## src/common/nocPkg.sv

```systemverilog
`default_nettype none

package nocPkg;

  // input ports of the router, listed in arbitration rotation order.
  typedef enum logic [2:0] {
    LOCAL = 3'd0,
    NORTH = 3'd1,
    EAST  = 3'd2,
    WEST  = 3'd3,
    SOUTH = 3'd4
  } portT;

  localparam int numPorts = 5;

  localparam int kindWidth = 3;
  localparam int lengthBits = 12;
  localparam int dataWidth = 32;

  // flit kind flags.
  // a single-flit packet sets head and tail together.
  localparam logic [kindWidth-1:0] kindHead = 3'b001;
  localparam logic [kindWidth-1:0] kindBody = 3'b010;
  localparam logic [kindWidth-1:0] kindTail = 3'b100;

  // one flit, 50 bits.
  // length is only valid in a head flit and counts the whole packet.
  typedef struct packed {
    logic [kindWidth-1:0]  kind;
    logic [lengthBits-1:0] length;
    portT                  srcPort;
    logic [dataWidth-1:0]  data;
  } flitT;

  // request side of one Wishbone classic write.
  // ack runs the other way as a plain bit.
  typedef struct packed {
    logic cyc;
    logic stb;
    logic we;
    flitT flit;
  } wbReqT;

endpackage

`default_nettype wire
```

## src/rtl/routerOutputPort.sv

```systemverilog
`timescale 1ns/1ps
`default_nettype none

module routerOutputPort #(
  parameter int fifoDepth = 4,
  parameter int lengthWidth = 12
) (
  input  logic                        clk,
  input  logic                        rst,
  input  nocPkg::wbReqT               inReq [nocPkg::numPorts],
  output logic [nocPkg::numPorts-1:0] inAck,
  output nocPkg::wbReqT               outReq,
  input  logic                        outAck
);

  logic [nocPkg::numPorts-1:0] notEmpty;
  logic [nocPkg::numPorts-1:0] pop;
  nocPkg::flitT                heads [nocPkg::numPorts];
  nocPkg::flitT                grantedFlit;
  logic                        flitValid;
  logic                        accepted;

  // one buffer per input port.
  for (genvar p = 0; p < nocPkg::numPorts; p++)
  begin : gFifo
    inputFifo #(
      .fifoDepth(fifoDepth)
    ) fifo_i (
      .clk     (clk),
      .rst     (rst),
      .req     (inReq[p]),
      .ack     (inAck[p]),
      .pop     (pop[p]),
      .head    (heads[p]),
      .notEmpty(notEmpty[p])
    );
  end

  switchArbiter #(
    .lengthWidth(lengthWidth)
  ) arbiter_i (
    .clk      (clk),
    .rst      (rst),
    .notEmpty (notEmpty),
    .heads    (heads),
    .accepted (accepted),
    .pop      (pop),
    .flitValid(flitValid),
    .flit     (grantedFlit)
  );

  outputLink link_i (
    .clk      (clk),
    .rst      (rst),
    .flitValid(flitValid),
    .flit     (grantedFlit),
    .accepted (accepted),
    .req      (outReq),
    .ack      (outAck)
  );

endmodule

`default_nettype wire

```

## src/rtl/outputLink.sv

```systemverilog
`timescale 1ns/1ps
`default_nettype none

module outputLink (
  input  logic          clk,
  input  logic          rst,
  input  logic          flitValid,
  input  nocPkg::flitT  flit,
  output logic          accepted,
  output nocPkg::wbReqT req,
  input  logic          ack
);

  nocPkg::flitT flitQ;
  logic         full;
  logic         release_;

  assign release_ = full && ack;

  // a new flit may enter while the old one leaves.
  assign accepted = flitValid && (!full || release_);

  always_ff @(posedge clk)
  begin
    if (rst)
      full <= 1'b0;
    else if (accepted)
      full <= 1'b1;
    else if (release_)
      full <= 1'b0;
  end

  always_ff @(posedge clk)
  begin
    if (accepted)
      flitQ <= flit;
  end

  always_comb
  begin
    req.cyc = full;
    req.stb = full;
    req.we = full;
    req.flit = flitQ;
  end

  // downstream may only ack a request that is on the bus.
  ackNeedsStb: assert property (@(posedge clk) disable iff (rst)
    ack |-> req.stb);

endmodule

`default_nettype wire

```

## src/arbiter/switchArbiter.sv

```systemverilog
`timescale 1ns/1ps
`default_nettype none

module switchArbiter #(
  parameter int lengthWidth = 12
) (
  input  logic                        clk,
  input  logic                        rst,
  input  logic [nocPkg::numPorts-1:0] notEmpty,
  input  nocPkg::flitT                heads [nocPkg::numPorts],
  input  logic                        accepted,
  output logic [nocPkg::numPorts-1:0] pop,
  output logic                        flitValid,
  output nocPkg::flitT                flit
);

  // one-hot state, bit 0 is idle and bit p+1 means port p holds the output.
  localparam logic [5:0] idleState = 6'b000001;

  logic [5:0]                  state;
  logic [5:0]                  nextState;
  logic [nocPkg::numPorts-1:0] grantMask;
  logic                        granted;
  logic [2:0]                  holder;
  logic                        midPacket;
  logic                        isHead;
  logic                        isTail;
  logic                        holderSpent;
  logic                        holdGrant;
  logic [nocPkg::numPorts-1:0] budgetLoad;
  logic [nocPkg::numPorts-1:0] budgetSpent;
  logic [lengthWidth-1:0]      headLength;

  // first requesting port among span ports starting at start, else idle.
  function automatic logic [5:0] firstAfter(input logic [nocPkg::numPorts-1:0] reqs,
                                            input int start, input int span);
    logic [5:0] pick;
    int idx;
    pick = idleState;
    for (int off = span - 1; off >= 0; off--)
    begin
      idx = (start + off) % nocPkg::numPorts;
      if (reqs[idx])
        pick = 6'b000010 << idx;
    end
    return pick;
  endfunction

  assign grantMask = state[nocPkg::numPorts:1];
  assign granted = |grantMask;

  always_comb
  begin
    holder = '0;
    for (int p = 0; p < nocPkg::numPorts; p++)
    begin
      if (grantMask[p])
        holder = 3'(p);
    end
  end

  assign flit = heads[holder];
  assign isHead = |(flit.kind & nocPkg::kindHead);
  assign isTail = |(flit.kind & nocPkg::kindTail);
  assign holderSpent = budgetSpent[holder];
  assign headLength = lengthWidth'(flit.length);

  // no flit is offered in the cycle the budget runs out.
  assign flitValid = granted && notEmpty[holder] && !holderSpent;

  assign pop = grantMask & {nocPkg::numPorts{accepted}};
  assign budgetLoad = pop & {nocPkg::numPorts{isHead}};

  always_comb
  begin
    holdGrant = !(accepted && isTail) && !holderSpent && (notEmpty[holder] || midPacket);
    if (state == idleState)
      nextState = firstAfter(notEmpty, 0, nocPkg::numPorts);
    else if (holdGrant)
      nextState = state;
    else
      // the released port is skipped, as in the rotation from idle.
      nextState = firstAfter(notEmpty, int'(holder) + 1, nocPkg::numPorts - 1);
  end

  always_ff @(posedge clk)
  begin
    if (rst)
    begin
      state <= idleState;
      midPacket <= 1'b0;
    end
    else
    begin
      state <= nextState;
      if (nextState != state)
        midPacket <= 1'b0;
      else if (accepted && isHead)
        midPacket <= !isTail;
      else if (accepted && isTail)
        midPacket <= 1'b0;
    end
  end

  for (genvar p = 0; p < nocPkg::numPorts; p++)
  begin : gBudget
    grantBudget #(
      .lengthWidth(lengthWidth)
    ) budget_i (
      .clk   (clk),
      .rst   (rst),
      .load  (budgetLoad[p]),
      .length(headLength),
      .count (pop[p]),
      .spent (budgetSpent[p])
    );
  end

  grantOneHot: assert property (@(posedge clk) disable iff (rst)
    $onehot(state) && ((pop & ~grantMask) == '0));

  // the link takes a flit only when one is offered.
  acceptOnlyOffered: assert property (@(posedge clk) disable iff (rst)
    accepted |-> flitValid);

endmodule

`default_nettype wire

```

## src/arbiter/grantBudget.sv

```systemverilog
`timescale 1ns/1ps
`default_nettype none

module grantBudget #(
  parameter int lengthWidth = 12
) (
  input  logic                   clk,
  input  logic                   rst,
  input  logic                   load,
  input  logic [lengthWidth-1:0] length,
  input  logic                   count,
  output logic                   spent
);

  // flits still allowed after the one just accepted.
  logic [lengthWidth-1:0] remaining;

  // spent is a one-cycle pulse after the last allowed flit.
  always_ff @(posedge clk)
  begin
    if (rst)
    begin
      remaining <= '0;
      spent <= 1'b0;
    end
    else
    begin
      spent <= 1'b0;
      if (load)
      begin
        // the head itself uses one slot; zero length counts as one.
        if (length > lengthWidth'(1))
          remaining <= length - 1'b1;
        else
        begin
          remaining <= '0;
          spent <= 1'b1;
        end
      end
      else if (count && remaining != '0)
      begin
        remaining <= remaining - 1'b1;
        spent <= (remaining == lengthWidth'(1));
      end
    end
  end

endmodule

`default_nettype wire

```

## src/rtl/inputFifo.sv

```systemverilog
`timescale 1ns/1ps
`default_nettype none

module inputFifo #(
  parameter int fifoDepth = 4
) (
  input  logic          clk,
  input  logic          rst,
  input  nocPkg::wbReqT req,
  output logic          ack,
  input  logic          pop,
  output nocPkg::flitT  head,
  output logic          notEmpty
);

  localparam int ptrW = $clog2(fifoDepth);

  nocPkg::flitT mem [fifoDepth];

  logic [ptrW-1:0] wrPtr;
  logic [ptrW-1:0] rdPtr;
  logic [ptrW:0]   count;
  logic            full;

  assign full = (count == (ptrW + 1)'(fifoDepth));
  assign notEmpty = (count != '0);
  assign head = mem[rdPtr];

  // ack is registered and fires once per bus cycle.
  // the flit is still held by the master while ack is high, so it is stored then.
  always_ff @(posedge clk)
  begin
    if (rst)
      ack <= 1'b0;
    else
      ack <= req.cyc && req.stb && req.we && !ack && !full;
  end

  always_ff @(posedge clk)
  begin
    if (ack)
      mem[wrPtr] <= req.flit;
  end

  always_ff @(posedge clk)
  begin
    if (rst)
    begin
      wrPtr <= '0;
      rdPtr <= '0;
      count <= '0;
    end
    else
    begin
      if (ack)
        wrPtr <= wrPtr + 1'b1;
      if (pop)
        rdPtr <= rdPtr + 1'b1;
      case ({ack, pop})
        2'b10: count <= count + 1'b1;
        2'b01: count <= count - 1'b1;
        default: count <= count;
      endcase
    end
  end

  // the arbiter only pops a port that shows data.
  popNeedsData: assert property (@(posedge clk) disable iff (rst) pop |-> notEmpty);

  ackSingleCycle: assert property (@(posedge clk) disable iff (rst) ack |=> !ack);

endmodule

`default_nettype wire

```

## config.mk

```make
export PLATFORM = sky130hd
export DESIGN_NAME = routerOutputPort
export DESIGN_NICKNAME = d
export VERILOG_FILES = /design/src/common/nocPkg.sv /design/src/rtl/routerOutputPort.sv /design/src/rtl/outputLink.sv /design/src/arbiter/switchArbiter.sv /design/src/arbiter/grantBudget.sv /design/src/rtl/inputFifo.sv
export SDC_FILE = /design/constraint.sdc
export NUM_CORES = 1
export LEC_CHECK = 0
export BUFFER_PORTS_ARGS = -buffer_cell sky130_fd_sc_hd__buf_2
export CORE_ASPECT_RATIO = 1.75
export CORE_MARGIN = 2
export CORE_UTILIZATION = 59
export DETAILED_ROUTE_END_ITERATION = 6
export PLACE_DENSITY = 0.82
export SETUP_SLACK_MARGIN = 0.2
export SLEW_MARGIN = 20
export SYNTH_ARGS = -nofsm -noshare
export SYNTH_HDL_FRONTEND = slang
export SYNTH_SLANG_ARGS = --single-unit
```

## constraint.sdc

```tcl
create_clock -name clk -period 9.6 [get_ports clk]
set_input_delay 0.48 -clock clk [delete_from_list [all_inputs] [get_ports clk]]
set_output_delay 0.48 -clock clk [all_outputs]
set_load 0.01 [all_outputs]
```

==> qor.csv, run 1 <==
stage;metric;value;unit
run_status;status;finished, final reports clean;
timing;drv_slew;0;
yosys;synth_edf_count;1050;
layout;final_util;0.702;
timing;fin_crit_sh;0.639;
yosys;synthArstFlopShare;0;
global_routing;grtUsageMet1;0.383;
routing;vias_per_cell;6.43;
power;combPwrFrac;0.274;
floorplan;rows;137;
timing;period_minus_slack;6.13;ns
timing;final_hold_viol_count;0;
layout;n_fill_cell;4840;
yosys;synth_xor_area_frac;0.0168;
critical_path;crit_arrival;6.72;ns
place;port_buffers;325;
yosys;synth_seq_cells;1173;
clocking;cts.clk_slew.worst_paths;0.07;ns
hold_path;hp-class;input pin to register;
flow_run;cap_violations;0;
global_routing;grt_use_met2;0.570;
layout;syn_to_final_growth;18.0;%
clocking;numCtsBuffers;97;
power;power_density;245;nW/µm²
clocking;cts-root-buf;clkbuf_16;
clocking;clock_sinks;1173;
power;clkPwrFrac;0.300;
clocking;holdBufCountCts;250;
floorplan;die_w;218;µm
critical_path;critPathLaunch;arbiter_i.state[4];
clocking;cts.repair.resized;0;
yosys;ys_seq_area_frac;0.717;
yosys;synth_compound_area_frac;0.0532;
layout;nets;3587;
clocking;clkLatencyLatePin;0.70;ns
routing;drtPass1Iterations;6;
floorplan;die_y;379;µm
place;dpl.hpwl;81900;µm
timing;worst_slew_pin_slew;1.17;ns
clocking;clock_path_buffers;3;
critical_path;cp_cell_sequence;inv_1, buf_4, a21oi_1, ha_1, clkinv_1, xnor2_1, inv_1, ha_1, nand2b_1, a222oi_1, buf_2, nor3_1, a31oi_1, a211o_1, nand4b_1, o22ai_1, mux2_2, o41a_1, a2111oi_2;
power;p_seq_frac;0.426;
timing;clock-skew-final;0.0353;ns
yosys;synth-simple-area-share;0.0505;
timing;rsz0062_at_grt;false;
global_routing;grt_pass1_wl;197000;µm
critical_path;worstSetupPathType;register to register;
critical_path;critPathTopFamily;compound AO/OA/AOI/OAI gates;
global_routing;grt_start_max_net_pins;83;
layout;drive_gt1_frac;0.251;
yosys;yosys_warnings;0;
yosys;synth.area.mux_share;0.128;
clocking;postCtsSetupRepairBufs;0;
global_routing;antenna_found_initial;21;
critical_path;cp_slowest_stage_delay;0.75;ns
critical_path;crit_fanout;41;
critical_path;endpoint_kind;register;
power;ir_worst_vdd;196;µV
critical_path;reg2reg_depth;19;
routing;ant_nets;0;
global_routing;grt_usage;0.335;
floorplan;dieArea;82700;µm²
yosys;ys_types;84;
power;p_sw;4440;µW
routing;vias;28361;
timing;setup_violations;0;
routing;drc_errors;0;
timing;fin_tns_setup;0;ns
yosys;syn_avg_cell_area;17.6;µm²
power;p_int;9280;µW
floorplan;io_pins;326;
yosys;synth_top_family_by_area;multiplexers;
floorplan;initial_core_util;0.595;
clocking;h-tree-depth;3;
yosys;ys.flop_type;edfxtp_1;
power;switching_share;0.324;
critical_path;cp.depth;19;
yosys;synth_fa_ha_area_frac;0.0150;
critical_path;cp-start-kind;register;
global_routing;gr-max-usage-layer;met2;
power;p_leak;0.0184;µW
routing;drt_wl_total;136000;µm
critical_path;slowest_stage;ha_1;
critical_path;critPathBufInv;5;
critical_path;endpoint;arbiter_i.midPacket;
global_routing;first_global_vias;29277;
yosys;synth_area;47400;µm²
critical_path;rrSetupSlack;3.47;ns
global_routing;use_met3;0.0611;
floorplan;core;79700;µm²
timing;relSlewSlack;0.213;
timing;clock.fmax;163;MHz
critical_path;reg2reg_from;arbiter_i.state[4];
place;gp_congestion;0.916;
routing;wl_per_cell;30.8;µm
routing;drtIter0Drc;3441;
layout;final_common_cell;edfxtp_1;
global_routing;grt_overflow;0;
critical_path;cp.required;10.19;ns
clocking;cts_tree;built;
critical_path;r2r-end;arbiter_i.midPacket;
yosys;synthCells;2699;
layout;final_cell_mix;1050 x edfxtp_1, 325 x buf_2, 251 x mux4_2;
## stage by stage
| stage | std cells | hold slack (ns) | setup WS [ns] | cell area, µm² | total power, µW |
|---|---|---|---|---|---|
| after floorplan | 2700 | 0.453 | 4.16 | 47400 | 8190 |
| after global placement | 3957 | 0.464 | 3.12 | 50100 | 9410 |
| after detailed placement | 3958 | 0.486 | 3.57 | 50100 | 9440 |
| after CTS | 4390 | 0.0182 | 3.52 | 55800 | 13600 |
| after global routing | 4403 | 0.0808 | 2.98 | 55900 | 14100 |
| final | 4412 | 0.0789 | 3.47 | 55900 | 13700 |
## logic make-up after synthesis
group / after synthesis
simple gates: 509
fa+ha+maj: 54
xor+xnor: 90
mux: 291
compound gates: 364
buf+inv: 217
flops: 1173
other cells: 1
## how the worst min path moves through the flow
stage,cells past startpoint,to,startpoint,slack [ns]
after floorplan,1,gFifo[0].fifo_i.ack,gFifo[0].fifo_i.count[2],0.45
after global placement,1,gFifo[0].fifo_i.ack,gFifo[0].fifo_i.count[2],0.46
after detailed placement,1,gFifo[3].fifo_i.ack,gFifo[3].fifo_i.count[2],0.49
after CTS,3,gFifo[2].fifo_i.ack,inReq[157],0.02
after global routing,3,gFifo[2].fifo_i.ack,inReq[157],0.08
final,3,gFifo[2].fifo_i.ack,inReq[157],0.08
## Yosys cell counts (10+ instances only)
master | n | share of area
a211oi_1 | 68 | 0.011
a21oi_1 | 81 | 0.0086
a22o_1 | 25 | 0.0046
a22oi_1 | 30 | 0.0048
a31oi_1 | 37 | 0.0049
and2_1 | 31 | 0.0041
and3_1 | 14 | 0.0018
buf_1 | 23 | 0.0018
buf_2 | 23 | 0.0024
buf_4 | 15 | 0.0024
clkbuf_1 | 93 | 0.0074
dfxtp_1 | 123 | 0.052
edfxtp_1 | 1050 | 0.67
ha_1 | 49 | 0.013
inv_1 | 56 | 0.0044
mux2i_1 | 33 | 0.0070
mux4_2 | 251 | 0.12
nand2_1 | 106 | 0.0084
nand2b_1 | 11 | 0.0015
nand3_1 | 18 | 0.0019
nand4_1 | 14 | 0.0018
nor2_1 | 205 | 0.016
nor2b_1 | 12 | 0.0016
nor3_1 | 34 | 0.0036
nor4_1 | 15 | 0.0020
o21ai_0 | 47 | 0.0050
or3_1 | 15 | 0.0020
or4_1 | 10 | 0.0016
xnor2_1 | 46 | 0.0085
xor2_1 | 43 | 0.0079
## state kept, by name (all words and copies together), names as in the netlist, named ones only
name	flops
gFifo.fifo_i.mem	1000
arbiter_i.gBudget.budget_i.remaining	60
link_i.req	50
gFifo.fifo_i.count	15
gFifo.fifo_i.rdPtr	10
gFifo.fifo_i.wrPtr	10
arbiter_i.state	6
arbiter_i.gBudget.budget_i.spent	5
gFifo.fifo_i.ack	5
arbiter_i.midPacket	1
link_i.full	1
## worst min-delay path: stages
cell	delay (ns)
buf_2	0.10
nand4_1	0.09
a31oi_1	0.04
## per-layer routing
layer,vias up,share of wire
met5,-,0.00020
met1,14360,0.33
met3,365,0.079
met2,1770,0.52
met4,4,0.080
li1,11862,-
## power by group through the flow
stage / clock network [µW] / registers (µW) / logic (µW)
after floorplan: 0 / 5930 / 2260
after global placement: 0 / 5940 / 3470
after detailed placement: 0 / 5940 / 3500
after CTS: 4120 / 5840 / 3630
after global routing: 4310 / 5850 / 3960
final: 4120 / 5840 / 3760
## layout make-up
class,instances,area (µm²),area share
Multi-Input combinational cell,1310,12600,0.225
Timing Repair Buffer,622,4490,0.0802
Tap cell,1042,1300,0.0233
Clock inverter,53,642,0.0115
Inverter,61,231,0.00414
Clock buffer,129,2620,0.0468
Sequential cell,1173,34000,0.608
Antenna cell,22,55.1,0.000984
(Power assumes the default switching activity.)
==> run 2: changes to the inputs <==
CORE_UTILIZATION = 54   (was 59)
PLACE_DENSITY = 0.79   (was 0.82)
clock period = 5.6 ns   (was 9.6 ns; I/O delays follow)
==> run 2 against run 1 <==
Compared with the run above:
- hold slack improved by 0.013 ns
- count of clock-buffer cells in the layout decreased by 8
- maximum frequency up 22%
- critical path type unchanged
- largest cell class unchanged
==> qor.csv, run 2 (same netlist as run 1, synthesis figures left out) <==
stage;metric;value;unit;change
run_status;status;finished, final reports clean;;
place;gp_congestion;0.901;;-1.6%
power;power_density;421;nW/µm²;+72%
clocking;numCtsBuffers;100;;+3.1%
clocking;cts.clk_slew.worst_paths;0.07;ns;about the same
clocking;cts-root-buf;clkbuf_16;;
global_routing;grt_pass1_wl;193000;µm;-2.1%
timing;rsz0062_at_grt;false;;
timing;drv_slew;0;;unchanged
clocking;clock_sinks;1173;;unchanged
floorplan;dieArea;90300;µm²;+9.1%
timing;relSlewSlack;0.232;;+0.0190
critical_path;cp-start-kind;register;;
layout;final_common_cell;edfxtp_1;;
timing;clock.fmax;200;MHz;+22%
flow_run;cap_violations;0;;unchanged
floorplan;die_y;396;µm;+4.5%
routing;drtPass1Iterations;5;;-1
timing;clock-skew-final;0.0306;ns;-0.00466 ns
global_routing;grt_start_max_net_pins;61;;-27%
global_routing;grt_usage;0.294;;-0.0408
layout;syn_to_final_growth;19.0;%;
layout;final_util;0.649;;-0.0528
critical_path;endpoint_kind;register;;
timing;period_minus_slack;5.01;ns;-1.13 ns
routing;drc_errors;0;;unchanged
critical_path;cp.required;6.21;ns;-3.98 ns
critical_path;critPathLaunch;arbiter_i.state[4];;
routing;vias_per_cell;6.12;;-4.8%
layout;final_cell_mix;1050 x edfxtp_1, 324 x buf_2, 261 x dlygate4sd3_1;;
place;pre_cts_slack;0.540;ns;-3.03 ns
timing;layout_setup_ws;0.594;ns;-2.87 ns
layout;drive_gt1_frac;0.258;;+0.00753
timing;final_hold_viol_count;0;;unchanged
layout;largest_register_ffs;1000;;unchanged
power;p_leak;0.0186;µW;+1.1%
layout;nets;3622;;+0.98%
critical_path;worstSetupPathType;register to register;;
routing;drt_wl_total;131000;µm;-3.5%
clocking;clkLatencyLatePin;0.71;ns;about the same
routing;ant_nets;0;;unchanged
timing;fin_tns_setup;0;ns;unchanged
layout;largest_register;gFifo.fifo_i.mem;;
global_routing;grt_overflow;0;;unchanged
critical_path;crit_fanout;19;;-54%
critical_path;reg2reg_from;arbiter_i.state[4];;
routing;wl_per_cell;28.8;µm;-6.5%
global_routing;antenna_found_initial;12;;-43%
clocking;h-tree-depth;3;;unchanged
floorplan;initial_core_util;0.545;;-0.0496
global_routing;first_global_vias;29249;;-0.096%
layout;final_cells;4556;;+3.3%
place;placed_cells;4094;;+3.4%
floorplan;rows;143;;+4.4%
timing;hold_ws;0.0922;ns;+0.0133 ns
routing;drtIter0Drc;2722;;-21%
power;ir_worst_vdd;379;µV;+93%
critical_path;crit_arrival;5.62;ns;-1.10 ns
timing;worst_slew_pin_slew;1.14;ns;-0.0283 ns
hold_path;min-delay-start;rst;;
layout;n_fill_cell;5842;;+21%
place;dpl.hpwl;83600;µm;+2.0%
timing;fin_crit_sh;0.894;;+0.255
place;port_buffers;325;;unchanged
routing;vias;27888;;-1.7%
clocking;cts_tree;built;;
floorplan;core;87000;µm²;+9.1%
floorplan;io_pins;326;;unchanged
floorplan;die_w;228;µm;+4.4%
hold_path;hp-class;input pin to register;;
timing;setup_violations;0;;unchanged
clocking;clock_path_buffers;3;;unchanged
==> run 2: per-layer routing <==
metal  part of all wire  vias up  global-route usage
met4              0.071        2               0.191
met3              0.071      300              0.0521
li1                   -    11931                   -
met1               0.33    14264               0.330
met5            0.00012        -                   0
met2               0.52     1391               0.517
==> run 2: layout make-up <==
class	count	area (µm²)	share of cell area
Clock buffer	121	2650	0.0470
Tap cell	1160	1450	0.0257
Antenna cell	14	35.0	0.000621
Clock inverter	63	719	0.0128
Sequential cell	1173	34000	0.603
Multi-Input combinational cell	1310	12500	0.222
Inverter	61	235	0.00417
Timing Repair Buffer	654	4750	0.0842
==> run 2: critical path: stages (launching register included) <==
cell and delay (ns):
dfxtp_4 0.51, clkinvlp_4 0.27, a21oi_1 0.31, ha_1 0.30, clkinv_1 0.23, xnor2_1 0.26
inv_1 0.07, ha_1 0.22, nand2b_1 0.17, a222oi_1 0.33, buf_4 0.23, o21ai_0 0.25
a21oi_1 0.23, or2_2 0.17, nand4b_1 0.10, o22ai_1 0.23, mux2_2 0.37, o41a_1 0.45
a2111oi_2 0.20
==> run 2: worst paths after layout <==
path / slack (ns) / endpoint / depth (start not counted)
max: 0.59 / arbiter_i.midPacket / 18
min: 0.09 / gFifo[4].fifo_i.wrPtr[0] / 2
max reg2reg: 0.59 / arbiter_i.midPacket / 18
min reg2reg: 0.51 / register / 2
==> run 2: where the power goes <==
group / internal [µW] / switching, µW / total (µW)
clock: 4040 / 3160 / 7190
sequential: 9860 / 157 / 10000
combinational: 2250 / 4290 / 6540
==> run 2: through the flow <==
stage	total power [µW]	area, µm²
after global placement	16300	50400
after CTS	23600	56300
after global routing	24600	56400
final	23700	56400
after floorplan	14000	47400
after detailed placement	16300	50400
==> run 2: repair_timing <==
action	CTS	global route
gates resized for setup	0	2
setup buffers	0	3
hold buffers	261	0
endpoints found under the setup margin	0	1
hold endpoints to repair	1006	0
